--- src/rtl/tdd_pkg.sv ---
package tdd_pkg;

	////////////////////////////////////////////////////////////
	// frame timing, scaled down from the 10 ms frame.
	////////////////////////////////////////////////////////////

	localparam int frame_cyc   = 2400; // cycles per frame.
	localparam int dl_end      = 1783; // last downlink position in 70/30.
	localparam int t_gp        = 69;   // nominal guard before offset.
	localparam int ta_offset_a = 25;   // ta_sel clear.
	localparam int ta_offset_b = 39;   // ta_sel set.
	localparam int ul_len      = 548;

	// derived positions.
	localparam int pos_w      = $clog2(frame_cyc);
	localparam int frame_last = frame_cyc - 1;
	localparam int gp1_start  = dl_end + 1; // first guard position after downlink.

	typedef logic [pos_w-1:0] pos_t;

	////////////////////////////////////////////////////////////
	// test mode encoding.
	////////////////////////////////////////////////////////////

	typedef enum logic {
		mode_dl_full = 1'b0,
		mode_7030    = 1'b1
	} tdd_mode_e;

	////////////////////////////////////////////////////////////
	// bundles between the blocks.
	////////////////////////////////////////////////////////////

	// single-cycle configuration write.
	typedef struct packed {
		logic      valid;
		tdd_mode_e mode;
		logic      ta_sel;
	} cfg_wr_t;

	// held configuration.
	typedef struct packed {
		tdd_mode_e mode;
		logic      ta_sel;
	} tdd_cfg_t;

	typedef struct packed {
		logic pulse; // frame start.
		logic early; // pulse cut the previous frame short.
		pos_t pos;
	} frame_pos_t;

	// one state bit at a time, error never with a state bit.
	typedef struct packed {
		logic dl;
		logic gp1;
		logic ul;
		logic gp2;
		logic error;
	} tdd_status_t;

endpackage

--- src/rtl/frame_marker_gen.sv ---
`timescale 1ns/10ps

module frame_marker_gen (
	input  logic                clk,
	input  logic                reset,
	input  logic                sync_in,
	output tdd_pkg::frame_pos_t fpos
);

	logic at_last;
	logic realign;

	assign at_last = (fpos.pos == tdd_pkg::pos_t'(tdd_pkg::frame_last));

	// either a natural wrap or an external sync starts a new frame.
	assign realign = sync_in || at_last;

	////////////////////////////////////////////////////////////
	// frame position and marker
	////////////////////////////////////////////////////////////

	// pulse comes out with pos 0, so it is registered beside the count.
	// after reset pos sits at 0 with no pulse until the first wrap.
	always_ff @(posedge clk) begin
		if (reset) begin
			fpos.pos   <= '0;
			fpos.pulse <= 1'b0;
			fpos.early <= 1'b0;
		end else begin
			fpos.pulse <= realign;
			fpos.early <= sync_in && !at_last; // sync before the frame was done.
			if (realign) begin
				fpos.pos <= '0;
			end else begin
				fpos.pos <= fpos.pos + 1'b1;
			end
		end
	end

endmodule

--- src/rtl/tdd_cfg_regs.sv ---
`timescale 1ns/10ps

module tdd_cfg_regs (
	input  logic              clk,
	input  logic              reset,
	input  tdd_pkg::cfg_wr_t  cfg_wr,
	output tdd_pkg::tdd_cfg_t cfg,
	output logic              restart
);

	tdd_pkg::tdd_mode_e mode_s1;
	tdd_pkg::tdd_mode_e mode_s2;
	logic               mode_changed;

	////////////////////////////////////////////////////////////
	// write capture
	////////////////////////////////////////////////////////////

	// cfg follows the write one cycle later.
	always_ff @(posedge clk) begin
		if (reset) begin
			cfg.mode   <= tdd_pkg::mode_dl_full;
			cfg.ta_sel <= 1'b0;
		end else if (cfg_wr.valid) begin
			cfg.mode   <= cfg_wr.mode;
			cfg.ta_sel <= cfg_wr.ta_sel;
		end
	end

	////////////////////////////////////////////////////////////
	// mode change detection
	////////////////////////////////////////////////////////////

	// two stages behind cfg, so both sides of a change are visible at once.
	always_ff @(posedge clk) begin
		if (reset) begin
			mode_s1 <= tdd_pkg::mode_dl_full;
			mode_s2 <= tdd_pkg::mode_dl_full;
		end else begin
			mode_s1 <= cfg.mode;
			mode_s2 <= mode_s1;
		end
	end

	// high for one cycle per change; a rewrite of the same mode never shows here.
	assign mode_changed = (mode_s1 != mode_s2);

	// registered, lands three cycles after the write.
	always_ff @(posedge clk) begin
		if (reset) begin
			restart <= 1'b0;
		end else begin
			restart <= mode_changed;
		end
	end

endmodule

--- src/rtl/tdd_state_ctrl.sv ---
`timescale 1ns/10ps

module tdd_state_ctrl (
	input  logic                 clk,
	input  logic                 reset,
	input  tdd_pkg::tdd_cfg_t    cfg,
	input  logic                 restart,
	input  tdd_pkg::frame_pos_t  fpos,
	output tdd_pkg::tdd_status_t status
);

	typedef enum logic [2:0] {
		idle        = 3'd0,
		dl_full     = 3'd1,
		dl_7030     = 3'd2,
		gp_dl_to_ul = 3'd3,
		ul_7030     = 3'd4,
		gp_ul_to_dl = 3'd5,
		fault       = 3'd6
	} state_e;

	state_e        state;
	state_e        next_state;
	tdd_pkg::pos_t guard_len;
	tdd_pkg::pos_t ul_start;
	tdd_pkg::pos_t gp2_start;
	logic          early_pulse;
	logic          start_pulse;

	assign early_pulse = fpos.pulse && fpos.early;
	assign start_pulse = fpos.pulse && !fpos.early;

	////////////////////////////////////////////////////////////
	// window boundaries
	////////////////////////////////////////////////////////////

	// guard shrinks by the timing advance offset.
	always_ff @(posedge clk) begin
		if (cfg.ta_sel) begin
			guard_len <= tdd_pkg::pos_t'(tdd_pkg::t_gp - tdd_pkg::ta_offset_b);
		end else begin
			guard_len <= tdd_pkg::pos_t'(tdd_pkg::t_gp - tdd_pkg::ta_offset_a);
		end
	end

	// first position of the uplink and of the second guard.
	always_ff @(posedge clk) begin
		ul_start  <= tdd_pkg::pos_t'(tdd_pkg::gp1_start) + guard_len;
		gp2_start <= tdd_pkg::pos_t'(tdd_pkg::gp1_start + tdd_pkg::ul_len) + guard_len;
	end

	////////////////////////////////////////////////////////////
	// state machine
	////////////////////////////////////////////////////////////

	always_ff @(posedge clk) begin
		if (reset) begin
			state <= idle;
		end else begin
			state <= next_state;
		end
	end

	// next_state is the state that belongs to the current fpos.
	always_comb begin
		next_state = state;
		if (restart) begin
			next_state = idle; // mode changed, wait for the next frame.
		end else begin
			case (state)
				idle: begin
					if (start_pulse) begin
						if (cfg.mode == tdd_pkg::mode_7030) begin
							next_state = dl_7030;
						end else begin
							next_state = dl_full;
						end
					end
				end
				dl_full: begin
					if (early_pulse) begin
						next_state = fault;
					end
				end
				dl_7030: begin
					if (early_pulse) begin
						next_state = fault;
					end else if (fpos.pos == tdd_pkg::pos_t'(tdd_pkg::gp1_start)) begin
						next_state = gp_dl_to_ul;
					end
				end
				gp_dl_to_ul: begin
					if (early_pulse) begin
						next_state = fault;
					end else if (start_pulse) begin
						next_state = dl_7030;
					end else if (fpos.pos == ul_start) begin
						next_state = ul_7030;
					end
				end
				ul_7030: begin
					if (early_pulse) begin
						next_state = fault;
					end else if (start_pulse) begin
						next_state = dl_7030;
					end else if (fpos.pos == gp2_start) begin
						next_state = gp_ul_to_dl;
					end
				end
				gp_ul_to_dl: begin
					if (early_pulse) begin
						next_state = fault;
					end else if (start_pulse) begin
						next_state = dl_7030; // frame wrap.
					end
				end
				fault: begin
					next_state = idle;
				end
				default: begin
					next_state = idle;
				end
			endcase
		end
	end

	////////////////////////////////////////////////////////////
	// status
	////////////////////////////////////////////////////////////

	// status lags fpos by one cycle.
	always_ff @(posedge clk) begin
		if (reset) begin
			status <= '0;
		end else begin
			status.dl  <= (next_state == dl_full) || (next_state == dl_7030);
			status.gp1 <= (next_state == gp_dl_to_ul);
			status.ul  <= (next_state == ul_7030);
			status.gp2 <= (next_state == gp_ul_to_dl);
			if (next_state == fault) begin
				status.error <= 1'b1;
			end else if (fpos.pulse) begin
				status.error <= 1'b0; // held until the following frame start.
			end
		end
	end

endmodule

--- src/rtl/tdd_top.sv ---
`timescale 1ns/10ps

module tdd_top (
	input  logic                 clk,
	input  logic                 reset,
	input  tdd_pkg::cfg_wr_t     cfg_wr,
	input  logic                 sync_in,
	output tdd_pkg::tdd_status_t status
);

	tdd_pkg::tdd_cfg_t   cfg_q;
	logic                restart;
	tdd_pkg::frame_pos_t fpos;

	// settings and mode change strobe.
	tdd_cfg_regs u_cfg_regs (
		.clk     (clk),
		.reset   (reset),
		.cfg_wr  (cfg_wr),
		.cfg     (cfg_q),
		.restart (restart)
	);

	// frame position, one cycle behind sync_in.
	frame_marker_gen u_frame_marker (
		.clk     (clk),
		.reset   (reset),
		.sync_in (sync_in),
		.fpos    (fpos)
	);

	tdd_state_ctrl u_state_ctrl (
		.clk     (clk),
		.reset   (reset),
		.cfg     (cfg_q),
		.restart (restart),
		.fpos    (fpos),
		.status  (status)
	);

endmodule

--- config.mk ---
export PLATFORM = sky130hd
export DESIGN_NAME = tdd_top
export DESIGN_NICKNAME = d
export VERILOG_FILES = /design/src/rtl/tdd_pkg.sv /design/src/rtl/frame_marker_gen.sv /design/src/rtl/tdd_cfg_regs.sv /design/src/rtl/tdd_state_ctrl.sv /design/src/rtl/tdd_top.sv
export SDC_FILE = /design/constraint.sdc
export NUM_CORES = 1
export LEC_CHECK = 0
export ABC_AREA = 1
export ABC_CLOCK_PERIOD_IN_PS = 1800
export BUFFER_PORTS_ARGS = -buffer_cell sky130_fd_sc_hd__buf_2
export CAP_MARGIN = 40
export CORE_MARGIN = 10
export CORE_UTILIZATION = 58
export CTS_CLUSTER_SIZE = 16
export DETAILED_ROUTE_END_ITERATION = 6
export PLACE_DENSITY = 0.77
export RECOVER_POWER = 100
export SLEW_MARGIN = 5
export SYNTH_ARGS = -nofsm -noshare
export SYNTH_HDL_FRONTEND = slang
export SYNTH_HIERARCHICAL = 1
export SYNTH_SLANG_ARGS = --single-unit
--- constraint.sdc ---
create_clock -name clk -period 1.8 [get_ports clk]
set_input_delay 0.09 -clock clk [delete_from_list [all_inputs] [get_ports clk]]
set_output_delay 0.09 -clock clk [all_outputs]
set_load 0.05 [all_outputs]
==> impl_metrics.tcl, run 1 <==
set metrics [dict create \
    yosys-top-cells-area "sky130_fd_sc_hd__dfxtp_1 41%, sky130_fd_sc_hd__nand2_1 16%, sky130_fd_sc_hd__nor2_1 9.6%, sky130_fd_sc_hd__inv_1 8.9%, sky130_fd_sc_hd__nand3_1 4.5%" \
    terminus_of_the_critical_flop_to_flop_path "u_frame_marker/fpos[9]$_SDFF_PP0_" \
    worst_tran_pin_value_ns 0.599 \
    crit_type "flop to flop" \
    min_delay_worst_endpoint "u_cfg_regs/cfg[1]$_SDFFE_PP0P_" \
    detailroute.via_count 1357 \
    finalMaxSlewViolations 0 \
    hold_path.startpoint "cfg_wr[2]" \
    number_of_distinct_library_cells_after_synthesis 25 \
    postCtsSetupBuffers 0 \
    synth-seq-area-share 0.409 \
    cp-start-kind "flop" \
    synth-warning-count 6 \
    clock.fmax_ghz 0.630 \
    outcome "finished, final reports clean" \
    start_util 0.621 \
    hold-worst-slack_ns 0.0310 \
    insertedDiodeCount 0 \
    cts_tree "done" \
    critical_path.n_buffers_inverters 1 \
    finalNonFillerCells 283 \
    drt-vias-per-instance 4.80 \
    chipWidth_um 72.0 \
    detailedRoute.firstPassIterationCount 4 \
    leakage_nw 0.735 \
    rsz0062_at_grt "false" \
    clk_pin_slew_worst_paths_ns 0.09 \
    grt_first_pass_wirelength_um 5020 \
    cp_common_cell "sky130_fd_sc_hd__nand3_1" \
    tritoncts.num_buffers 5 \
    post-route-util 0.669 \
    setup_ws_ns 0.213 \
    cts_resized 0 \
    synth.top_cell.area_share 0.409 \
    top_level_ports 11 \
    1st_iter_drt_viols 104 \
    drc 0 \
    floorplan.core_area_sq_mm 0.00252 \
    dp_worst_setup_slack_ns 0.329 \
    synthesis.area_sq_mm 0.00157 \
    layout.filler_cells 239 \
    multi_input_comb_area_sq_um 741 \
    num_rows 18 \
    hold_depth 3 \
    ant_nets 0 \
    gr-total-overflow 0 \
    cp_top_family "simple AND/OR/NAND/NOR gates" \
    timing.critical_path.required_ns 2.01 \
    post_layout_net_count 260 \
    post-route-min-period_ns 1.59 \
    r2r_slack_ns 0.21 \
    maxCapViolCount 0 \
    setup_viol 0 \
    final-hold-violation-count 0 \
    powerDensity_mw_per_mm2 736 \
    critical_path_peak_fanout 12 \
    crit-reg2reg-launch "u_frame_marker/fpos[1]$_SDFF_PP0_" \
    syn2layout_area_growth_pct 7.75 \
    power.ir.vdd_worst_mv 0.611 \
    fp.dieH_um 72.0 \
    final.period_utilization 0.882 \
    layout_commonest_cell "sky130_fd_sc_hd__nand2_1" \
    synth_nets 242 \
    cts-htree-levels 2 \
    sequential_cell_area_sq_um 641 \
    dp_hpwl_um 2180 \
    antenna_found_initial 0 \
    first_global_vias 1191 \
    clock_path_buffers 2 \
    postSynthRegisterBits 32 \
    gp_congestion 0.919 \
    clk-insertion-delay-late_ns 0.32 \
    pin_count_of_the_biggest_net_entering_global_routing 13 \
    path_cells "ha_1 > nand3_1 > inv_1 > nand3_1 > nand3_2 > nor2_1" \
    timing.critical_path.slowest_stage_cell "sky130_fd_sc_hd__dfxtp_1" \
    critical_path.max_stage_delay_ns 0.42 \
    drive_above_1_share 0.0988 \
    most-common-layout-cells "66 x sky130_fd_sc_hd__nand2_1, 41 x sky130_fd_sc_hd__nor2_1, 37 x sky130_fd_sc_hd__inv_1, 32 x sky130_fd_sc_hd__dfxtp_1, 16 x sky130_fd_sc_hd__nand3_1" \
    tritoncts_num_sinks 32 \
    yosysTopAreaCell "sky130_fd_sc_hd__dfxtp_1" \
    syn-instance-count 235 \
    timing.hold.worst.class "input port to flop" \
    dp.cells 275 \
    postSynthAreaPerCell_sq_um 6.67 \
    end_kind "flop" \
    worst_slew_margin_relative_to_its_limit 0.603 \
    reg2regPathDepth 6 \
    worst-endpoint-arrival_ns 1.80 \
    numPortBuffers 10 \
    tns_ns 0 \
    grt.total_usage 0.119 \
    floorplan.die_area_sq_mm 0.00518 \
    clock-skew-final_ns 0.00647 \
    drt-total-wl_um 2890 \
    avgRoutedWirePerCell_um 10.2 \
    clock-root-buffer "sky130_fd_sc_hd__clkbuf_4" \
]
-- what timing repair did --
item | CTS | global route
hold buffers | 1 | 0
hold endpoints to repair | 1 | 0
endpoints found under the setup margin | 0 | 0
-- stage by stage --
stage | power, mW | area [sq um]
after global routing | 1.30 | 1690
after global placement | 0.891 | 1650
after CTS | 1.25 | 1710
after detailed placement | 0.891 | 1650
final | 1.24 | 1690
after floorplan | 0.861 | 1570
-- state kept, by name (all words and copies together), names as in the netlist --
| register | count |
|---|---|
| u_frame_marker/fpos | 14 |
| u_state_ctrl/ul_start | 1 |
| u_state_ctrl/state | 3 |
| u_state_ctrl/guard_len | 2 |
| u_cfg_regs/mode_s2 | 1 |
| u_cfg_regs/cfg | 2 |
| u_cfg_regs/restart | 1 |
| u_cfg_regs/mode_s1 | 1 |
| u_state_ctrl/gp2_start | 2 |
| u_state_ctrl/status | 5 |
-- tightest hold or removal path, stage by stage --
cell	delay (ns)
sky130_fd_sc_hd__buf_2	0.11
sky130_fd_sc_hd__nor2_1	0.04
sky130_fd_sc_hd__nor2_1	0.08
-- worst max-delay path by stage --
stage | from | end | slack [ns] | depth (start not counted)
floorplan | u_state_ctrl/state[2]$_SDFF_PP0_ | u_state_ctrl/status[4]$_SDFF_PP0_ | 0.48 | 10
global placement | u_state_ctrl/state[2]$_SDFF_PP0_ | u_state_ctrl/status[4]$_SDFF_PP0_ | 0.33 | 10
detailed placement | u_state_ctrl/state[2]$_SDFF_PP0_ | u_state_ctrl/status[4]$_SDFF_PP0_ | 0.33 | 10
CTS | u_state_ctrl/state[2]$_SDFF_PP0_ | u_state_ctrl/status[4]$_SDFF_PP0_ | 0.31 | 10
global route | u_frame_marker/fpos[1]$_SDFF_PP0_ | u_frame_marker/fpos[8]$_SDFF_PP0_ | 0.07 | 6
finish | u_frame_marker/fpos[1]$_SDFF_PP0_ | u_frame_marker/fpos[9]$_SDFF_PP0_ | 0.21 | 6
-- kinds of logic (layout without fill, tap and decap cells) --
kind of cell	count (synthesis)	count (layout)	share of synthesized area
xor+xnor	8	8	0.0447
flops	32	32	0.409
compound gates	6	6	0.0216
fa+ha+maj	1	1	0.00799
buf+inv	44	62	0.110
simple gates	144	144	0.407
-- synthesized netlist by cell type --
library cell,instances
sky130_fd_sc_hd__a21oi_1,2
sky130_fd_sc_hd__and3_1,1
sky130_fd_sc_hd__buf_6,1
sky130_fd_sc_hd__clkinv_1,1
sky130_fd_sc_hd__dfxtp_1,32
sky130_fd_sc_hd__ha_1,1
sky130_fd_sc_hd__inv_1,37
sky130_fd_sc_hd__inv_2,5
sky130_fd_sc_hd__nand2_1,66
sky130_fd_sc_hd__nand2_2,1
sky130_fd_sc_hd__nand3_1,14
sky130_fd_sc_hd__nand3_2,3
sky130_fd_sc_hd__nand3b_1,2
sky130_fd_sc_hd__nand4_1,5
sky130_fd_sc_hd__nand4_2,1
sky130_fd_sc_hd__nor2_1,40
sky130_fd_sc_hd__nor2_2,4
sky130_fd_sc_hd__nor2_4,1
sky130_fd_sc_hd__nor3_1,5
sky130_fd_sc_hd__o21ai_0,1
sky130_fd_sc_hd__o21ai_1,2
sky130_fd_sc_hd__o21ai_2,1
sky130_fd_sc_hd__or2_1,1
sky130_fd_sc_hd__xnor2_1,4
sky130_fd_sc_hd__xor2_1,4
-- cell type report --
cell class,count,share of cell area
multi-input combinational,159,0.439
sequential,32,0.380
inverter,43,0.0956
timing repair buffer,12,0.0363
clock buffer,6,0.0245
tap,30,0.0222
clock inverter,1,0.00297
-- power breakdown --
part / switching, mW / total, mW / internal (mW)
registers: 0.0204 / 0.754 / 0.733
clock network: 0.224 / 0.367 / 0.144
logic: 0.0805 / 0.121 / 0.0408
-- per-layer routing --
metal | vias to the layer above | track usage | wire length (um)
met1 | 573 | 0.150 | 1440
met4 | 0 | 0.0645 | 75
met5 | - | 0 | 0
met2 | 29 | 0.175 | 1190
li1 | 747 | - | -
met3 | 8 | 0.0395 | 174
Power figures use the tool's default switching activity.
==> run 2, diff against run 1 <==
--- a/config.mk
+++ b/config.mk
@@ -6,14 +6,14 @@
 export NUM_CORES = 1
 export LEC_CHECK = 0
 export ABC_AREA = 1
-export ABC_CLOCK_PERIOD_IN_PS = 1800
+export ABC_CLOCK_PERIOD_IN_PS = 1400
 export BUFFER_PORTS_ARGS = -buffer_cell sky130_fd_sc_hd__buf_2
 export CAP_MARGIN = 40
 export CORE_MARGIN = 10
-export CORE_UTILIZATION = 58
+export CORE_UTILIZATION = 53
 export CTS_CLUSTER_SIZE = 16
 export DETAILED_ROUTE_END_ITERATION = 6
-export PLACE_DENSITY = 0.77
+export PLACE_DENSITY = 0.74
 export RECOVER_POWER = 100
 export SLEW_MARGIN = 5
 export SYNTH_ARGS = -nofsm -noshare
==> constraint.sdc (replaced) <==
create_clock -name clk -period 1.4 [get_ports clk]
set_input_delay 0.07 -clock clk [delete_from_list [all_inputs] [get_ports clk]]
set_output_delay 0.07 -clock clk [all_outputs]
set_load 0.05 [all_outputs]
==> run 2 against run 1 <==
  * The flow now finishes with violations (negative setup slack)
  * Power is 49% higher
  * Design area grew 17%
  * Critical path depth increased by 2
  * Sequential share of layout area decreased by 3.9 points
  * Critical path type unchanged
  * Critical endpoint is now u_state_ctrl/status[2]$_SDFF_PP0_
  * Largest cell class unchanged
==> impl_metrics.tcl, run 2 (same netlist as run 1, synthesis figures left out) <==
set metrics [dict create \
    tritoncts.num_buffers 5 \
    grt.total_usage 0.118 \
    floorplan.core_area_sq_mm 0.00278 \
    most-common-layout-cells "59 x sky130_fd_sc_hd__nand2_1, 39 x sky130_fd_sc_hd__nor2_1, 34 x sky130_fd_sc_hd__inv_1, 20 x sky130_fd_sc_hd__buf_4, 15 x sky130_fd_sc_hd__dfxtp_1" \
    setup_ws_ns -0.0327 \
    gp_congestion 0.851 \
    layout_commonest_cell "sky130_fd_sc_hd__nand2_1" \
    finish.instance_area_sq_mm 0.00198 \
    detailedRoute.firstPassIterationCount 4 \
    top_level_ports 11 \
    regMostFlops "u_frame_marker/fpos" \
    max_ffs_per_register 14 \
    post_layout_net_count 280 \
    critical_path_peak_fanout 5 \
    detailroute.via_count 1483 \
    setup_viol 4 \
    chipWidth_um 74.4 \
    fp.dieH_um 74.4 \
    outcome "finished with violations" \
    timing.critical_path.required_ns 1.67 \
    biggest_regs "u_frame_marker/fpos x14, u_state_ctrl/status x5, u_state_ctrl/state x3" \
    drc 0 \
    clock.fmax_ghz 0.698 \
    post-route-min-period_ns 1.43 \
    numPortBuffers 10 \
    gr-total-overflow 0 \
    multi_input_comb_area_sq_um 815 \
    maxCapViolCount 0 \
    timing.hold.worst.class "input port to flop" \
    ant_nets 0 \
    syn2layout_area_growth_pct 26.5 \
    final.period_utilization 1.02 \
    cp-start-kind "flop" \
    worst-endpoint-arrival_ns 1.70 \
    cts-htree-levels 2 \
    crit_type "flop to flop" \
    power.ir.vdd_worst_mv 0.884 \
    clock-root-buffer "sky130_fd_sc_hd__clkbuf_4" \
    start_util 0.563 \
    clk_pin_slew_worst_paths_ns 0.10 \
    sequential_cell_area_sq_um 674 \
    num_rows 19 \
    1st_iter_drt_viols 105 \
    pin_count_of_the_biggest_net_entering_global_routing 13 \
    worst_slew_margin_relative_to_its_limit 0.596 \
    critical_path.max_stage_delay_ns 0.39 \
    clk-insertion-delay-late_ns 0.32 \
    drt-vias-per-instance 4.86 \
    dp_hpwl_um 2290 \
    violations "negative setup slack" \
    leakage_nw 0.875 \
    first_global_vias 1273 \
    rsz0062_at_grt "true" \
    clock-skew-final_ns 0.00817 \
    floorplan.die_area_sq_mm 0.00553 \
    insertedDiodeCount 0 \
    path_cells "inv_2 > nor3_1 > or2_1 > nand2_1 > nand2_1 > nand2_2 > nor2_4 > and3_1" \
    avgRoutedWirePerCell_um 10.5 \
    grt_first_pass_wirelength_um 5270 \
    finalMaxSlewViolations 0 \
    drive_above_1_share 0.303 \
    timing.critical_path.slowest_stage_cell "sky130_fd_sc_hd__dfxtp_2" \
    layout.filler_cells 245 \
    dpl_cell_area_sq_mm 0.00175 \
    post-route-util 0.713 \
    drt-total-wl_um 3210 \
    powerDensity_mw_per_mm2 933 \
    tritoncts_num_sinks 32 \
    cp_common_cell "sky130_fd_sc_hd__nand2_1" \
    clock_path_buffers 2 \
    antenna_found_initial 0 \
    final-hold-violation-count 0 \
    cts_tree "done" \
    end_kind "flop" \
    worst_tran_pin_value_ns 0.608 \
]
run 2: cell types whose count changed in the layout (fill, tap and decap cells not counted), moves of 2 or more:
cell / previous run / this run
sky130_fd_sc_hd__inv_1: 37 / 34
sky130_fd_sc_hd__dfxtp_2: 0 / 12
sky130_fd_sc_hd__nor2_1: 41 / 39
sky130_fd_sc_hd__nand3_1: 16 / 12
sky130_fd_sc_hd__dfxtp_1: 32 / 15
sky130_fd_sc_hd__nand2_1: 66 / 59
sky130_fd_sc_hd__inv_2: 5 / 9
sky130_fd_sc_hd__buf_4: 1 / 20
sky130_fd_sc_hd__nand3_2: 1 / 4
sky130_fd_sc_hd__nand2_2: 1 / 8
sky130_fd_sc_hd__dfxtp_4: 0 / 5
run 2: critical path: cells and delay by family, from the launching register on:
family                 cells  cell delay, ns
buffers and inverters      1            0.07
flip-flops                 1            0.39
AND/OR/NAND/NOR            7            0.93
run 2: worst paths after layout:
path,start,endpoint,slack (ns),cells after the start
hold reg to reg,u_state_ctrl/guard_len[4]$_DFF_P_,u_state_ctrl/gp2_start[4]$_DFF_P_,0.33,0
setup / recovery,u_state_ctrl/state[0]$_SDFF_PP0_,u_state_ctrl/status[2]$_SDFF_PP0_,-0.03,8
hold / removal,cfg_wr[1],u_cfg_regs/cfg[1]$_SDFFE_PP0P_,0.03,5
setup reg to reg,u_state_ctrl/state[0]$_SDFF_PP0_,u_state_ctrl/status[2]$_SDFF_PP0_,-0.03,8
run 2: routing by layer:
layer | global-route usage | vias to the layer above | routed length, um | share of wire
met5 | 0 | - | 0 | 0
met4 | 0.0305 | 0 | 14 | 0.0044
li1 | - | 791 | - | -
met3 | 0.0439 | 2 | 171 | 0.053
met1 | 0.153 | 665 | 1480 | 0.46
met2 | 0.180 | 25 | 1550 | 0.48
run 2: cell type report:
| type | count | share of cell area |
|---|---|---|
| tap | 31 | 0.0196 |
| sequential | 32 | 0.340 |
| timing repair buffer | 32 | 0.107 |
| clock buffer | 5 | 0.0189 |
| inverter | 43 | 0.0814 |
| multi-input combinational | 159 | 0.411 |
| clock inverter | 3 | 0.0215 |
run 2: where the power goes:
group	total, mW	internal [mW]	switching [mW]	leakage (nW)
clock network	0.683	0.372	0.311	0.0412
logic	0.202	0.0789	0.123	0.564
registers	0.963	0.938	0.0250	0.270
run 2: stage by stage:
stage / setup slack, ns / std cells / hold slack [ns] / power [mW] / setup TNS, ns
3_5_place_dp: -0.0496 / 289 / 0.314 / 1.15 / -0.0948
2_1_floorplan: 0.0755 / 235 / 0.139 / 1.11 / 0
4_1_cts: 0.0140 / 300 / 0.0210 / 1.84 / 0
6_report: -0.0327 / 305 / 0.0311 / 1.85 / -0.0705
3_3_place_gp: -0.0175 / 289 / 0.310 / 1.14 / -0.0311
5_1_grt: -0.165 / 305 / 0.0283 / 1.94 / -0.891
run 2: repair_timing:
item | CTS | global route
setup endpoints to repair | 3 | 19
resized for setup | 7 | 35
hold buffers | 2 | 0
setup buffers | 1 | 5
pin swaps | 0 | 11
hold endpoints to repair | 2 | 0
==> run 3, diff against run 2 <==
==> constraint.sdc (replaced) <==
create_clock -name clk -period 1.4 [get_ports clk]
set_input_delay 0.14 -clock clk [delete_from_list [all_inputs] [get_ports clk]]
set_output_delay 0.14 -clock clk [all_outputs]
set_load 0.05 [all_outputs]
==> run 3 against run 2 <==
  * The run still ends with negative setup slack left
  * Non-clock buffer count shrank 2
  * Core utilization shrank 0.49 points
  * Design area shrank 0.69%
  * Via count grew 0.20%
  * Count of clock-buffer cells in the layout is the same
  * Worst setup slack lost 0.0068 ns
  * Global-route usage shrank 0.16 points
  * First-iteration DRC count grew 1.9%
  * Sequential power is essentially flat
  * Flip-flop and latch count is the same
  * Clock skew shrank 0.00077 ns
  * Critical path type unchanged
==> impl_metrics.tcl, run 3 (same netlist as run 1, synthesis figures left out) <==
set metrics [dict create \
    worst_slew_margin_relative_to_its_limit 0.606 \
    terminus_of_the_critical_flop_to_flop_path "u_state_ctrl/status[2]$_SDFF_PP0_" \
    pin_count_of_the_biggest_net_entering_global_routing 13 \
    worst_tran_pin_value_ns 0.594 \
    path_cells "inv_2 > nor3_1 > or2_1 > nand2_1 > nand2_1 > nand2_2 > nor2_4 > and3_1" \
    post_layout_net_count 278 \
    leakage_nw 0.883 \
    max_ffs_per_register 14 \
    most-common-layout-cells "59 x sky130_fd_sc_hd__nand2_1, 39 x sky130_fd_sc_hd__nor2_1, 34 x sky130_fd_sc_hd__inv_1, 20 x sky130_fd_sc_hd__buf_4, 15 x sky130_fd_sc_hd__dfxtp_1" \
    tritoncts.num_buffers 5 \
    final-hold-violation-count 0 \
    clk_pin_slew_worst_paths_ns 0.10 \
    rsz0062_at_grt "true" \
    critical_path_peak_fanout 5 \
    finish.instance_area_sq_mm 0.00197 \
    combPwrFrac 0.108 \
    start_util 0.563 \
    timing.critical_path.required_ns 1.67 \
    gr-total-overflow 0 \
    setup_ws_ns -0.0395 \
    power.ir.vdd_worst_mv 0.885 \
    holdBufCountCts 0 \
    dp_hpwl_um 2290 \
    final.period_utilization 1.03 \
    timing.critical_path.slowest_stage_cell "sky130_fd_sc_hd__dfxtp_2" \
    clock-skew-final_ns 0.00740 \
    numPortBuffers 10 \
    critical_path.max_stage_delay_ns 0.39 \
    dp.cells 289 \
    crit_type "flop to flop" \
    cp_top_family "simple AND/OR/NAND/NOR gates" \
    netSwitchingFraction 0.247 \
    hold_path.startpoint "sync_in" \
    cts_tree "done" \
    ant_nets 0 \
    cp-start-kind "flop" \
    outcome "finished with violations" \
    grt.total_usage 0.117 \
    num_rows 19 \
    clock.fmax_ghz 0.695 \
    cts-htree-levels 2 \
    clock-root-buffer "sky130_fd_sc_hd__clkbuf_4" \
    fp.dieH_um 74.4 \
    timing.hold.worst.class "input port to flop" \
    post-route-util 0.708 \
    setup_viol 4 \
    grt_first_pass_wirelength_um 5210 \
    floorplan.core_area_sq_mm 0.00278 \
    1st_iter_drt_viols 107 \
    floorplan.die_area_sq_mm 0.00553 \
    finalNonFillerCells 303 \
    min_delay_worst_endpoint "u_frame_marker/fpos[12]$_SDFF_PP0_" \
    antenna_found_initial 0 \
    powerDensity_mw_per_mm2 936 \
    drive_above_1_share 0.324 \
    insertedDiodeCount 0 \
    first_global_vias 1257 \
    violations "negative setup slack" \
    avgRoutedWirePerCell_um 10.6 \
    share_clk_of_total_power 0.370 \
    end_kind "flop" \
    top_level_ports 11 \
    maxCapViolCount 0 \
    reg2regPathDepth 8 \
    cp_common_cell "sky130_fd_sc_hd__nand2_1" \
    critical_path.n_buffers_inverters 1 \
    drt-vias-per-instance 4.90 \
    dpl_cell_area_sq_mm 0.00175 \
    total_power_draw_mw 1.84 \
    syn2layout_area_growth_pct 25.6 \
    biggest_regs "u_frame_marker/fpos x14, u_state_ctrl/status x5, u_state_ctrl/state x3" \
    layout_commonest_cell "sky130_fd_sc_hd__nand2_1" \
    chipWidth_um 74.4 \
    r2r_slack_ns -0.04 \
    regMostFlops "u_frame_marker/fpos" \
    hold_depth 3 \
    detailroute.via_count 1486 \
    dp_worst_setup_slack_ns -0.0496 \
    clk-insertion-delay-late_ns 0.32 \
    worst-endpoint-arrival_ns 1.71 \
    drt-total-wl_um 3210 \
    post-route-min-period_ns 1.44 \
    cell_internal_pwr_mw 1.39 \
    crit-reg2reg-launch "u_state_ctrl/state[0]$_SDFF_PP0_" \
    timing.critical_path.from "u_state_ctrl/state[0]$_SDFF_PP0_" \
    total_switching_power_mw 0.455 \
    seq_power_share 0.523 \
    clock_path_buffers 2 \
    drc 0 \
    gp_congestion 0.851 \
    tritoncts_num_sinks 32 \
    finalMaxSlewViolations 0 \
    detailedRoute.firstPassIterationCount 4 \
]
-- run 3: cell types whose count changed in the layout (fill, tap and decap cells not counted) --
cell                            change
sky130_fd_sc_hd__dlygate4sd3_1      -2
sky130_fd_sc_hd__clkbuf_2           +4
sky130_fd_sc_hd__clkbuf_1           -5
sky130_fd_sc_hd__buf_2              +1
-- run 3: stage by stage --
step,TNS (ns),hold slack [ns]
after global routing,-0.881,0.0372
after CTS,0,0.0399
after global placement,-0.0311,0.311
final,-0.0914,0.0525
after detailed placement,-0.0948,0.314
after floorplan,0,0.209
-- run 3: per-layer routing --
metal,part of all wire,global-route usage,up-vias
met5,0,0,-
met4,0.0075,0.0305,0
met3,0.053,0.0426,4
met2,0.48,0.175,32
met1,0.46,0.154,664
li1,-,-,786
-- run 3: worst max path at each step --
stage / cells past startpoint / end
5_1_grt: 13 / u_state_ctrl/status[4]$_SDFF_PP0_
6_report: 8 / u_state_ctrl/status[2]$_SDFF_PP0_
2_1_floorplan: 10 / u_state_ctrl/status[4]$_SDFF_PP0_
3_5_place_dp: 13 / u_state_ctrl/status[4]$_SDFF_PP0_
3_3_place_gp: 7 / u_state_ctrl/status[2]$_SDFF_PP0_
4_1_cts: 6 / u_frame_marker/fpos[6]$_SDFF_PP0_
-- run 3: worst reg2reg max path: cells and delay by family (launching register included) --
family                 cells  cell delay, ns
and+or+nand+nor            7            0.93
buffers and inverters      1            0.07
DFF                        1            0.39
-- run 3: power by group through the flow --
| stage | clock network, mW | logic [mW] | registers [mW] |
|---|---|---|---|
| 4_1_cts | 0.704 | 0.164 | 0.969 |
| 3_5_place_dp | 0 | 0.159 | 0.989 |
| 2_1_floorplan | 0 | 0.106 | 1.00 |
| 3_3_place_gp | 0 | 0.156 | 0.988 |
| 6_report | 0.681 | 0.199 | 0.963 |
| 5_1_grt | 0.742 | 0.227 | 0.969 |
-- run 3: what timing repair did --
item / 4_1_cts / 5_1_grt
setup buffers: 1 / 5
pin swaps: 0 / 11
endpoints found under the setup margin: 3 / 19
resized for setup: 7 / 35
gates cloned: 0 / 0
-- run 3: cell type report --
class                           count  area (sq um)
Clock buffer                        5          37.5
Clock inverter                      3          42.5
Tap cell                           31          38.8
Sequential cell                    32           674
Fill cell                         247           813
Multi-Input combinational cell    159           815
Timing Repair Buffer               30           199
Inverter                           43           161
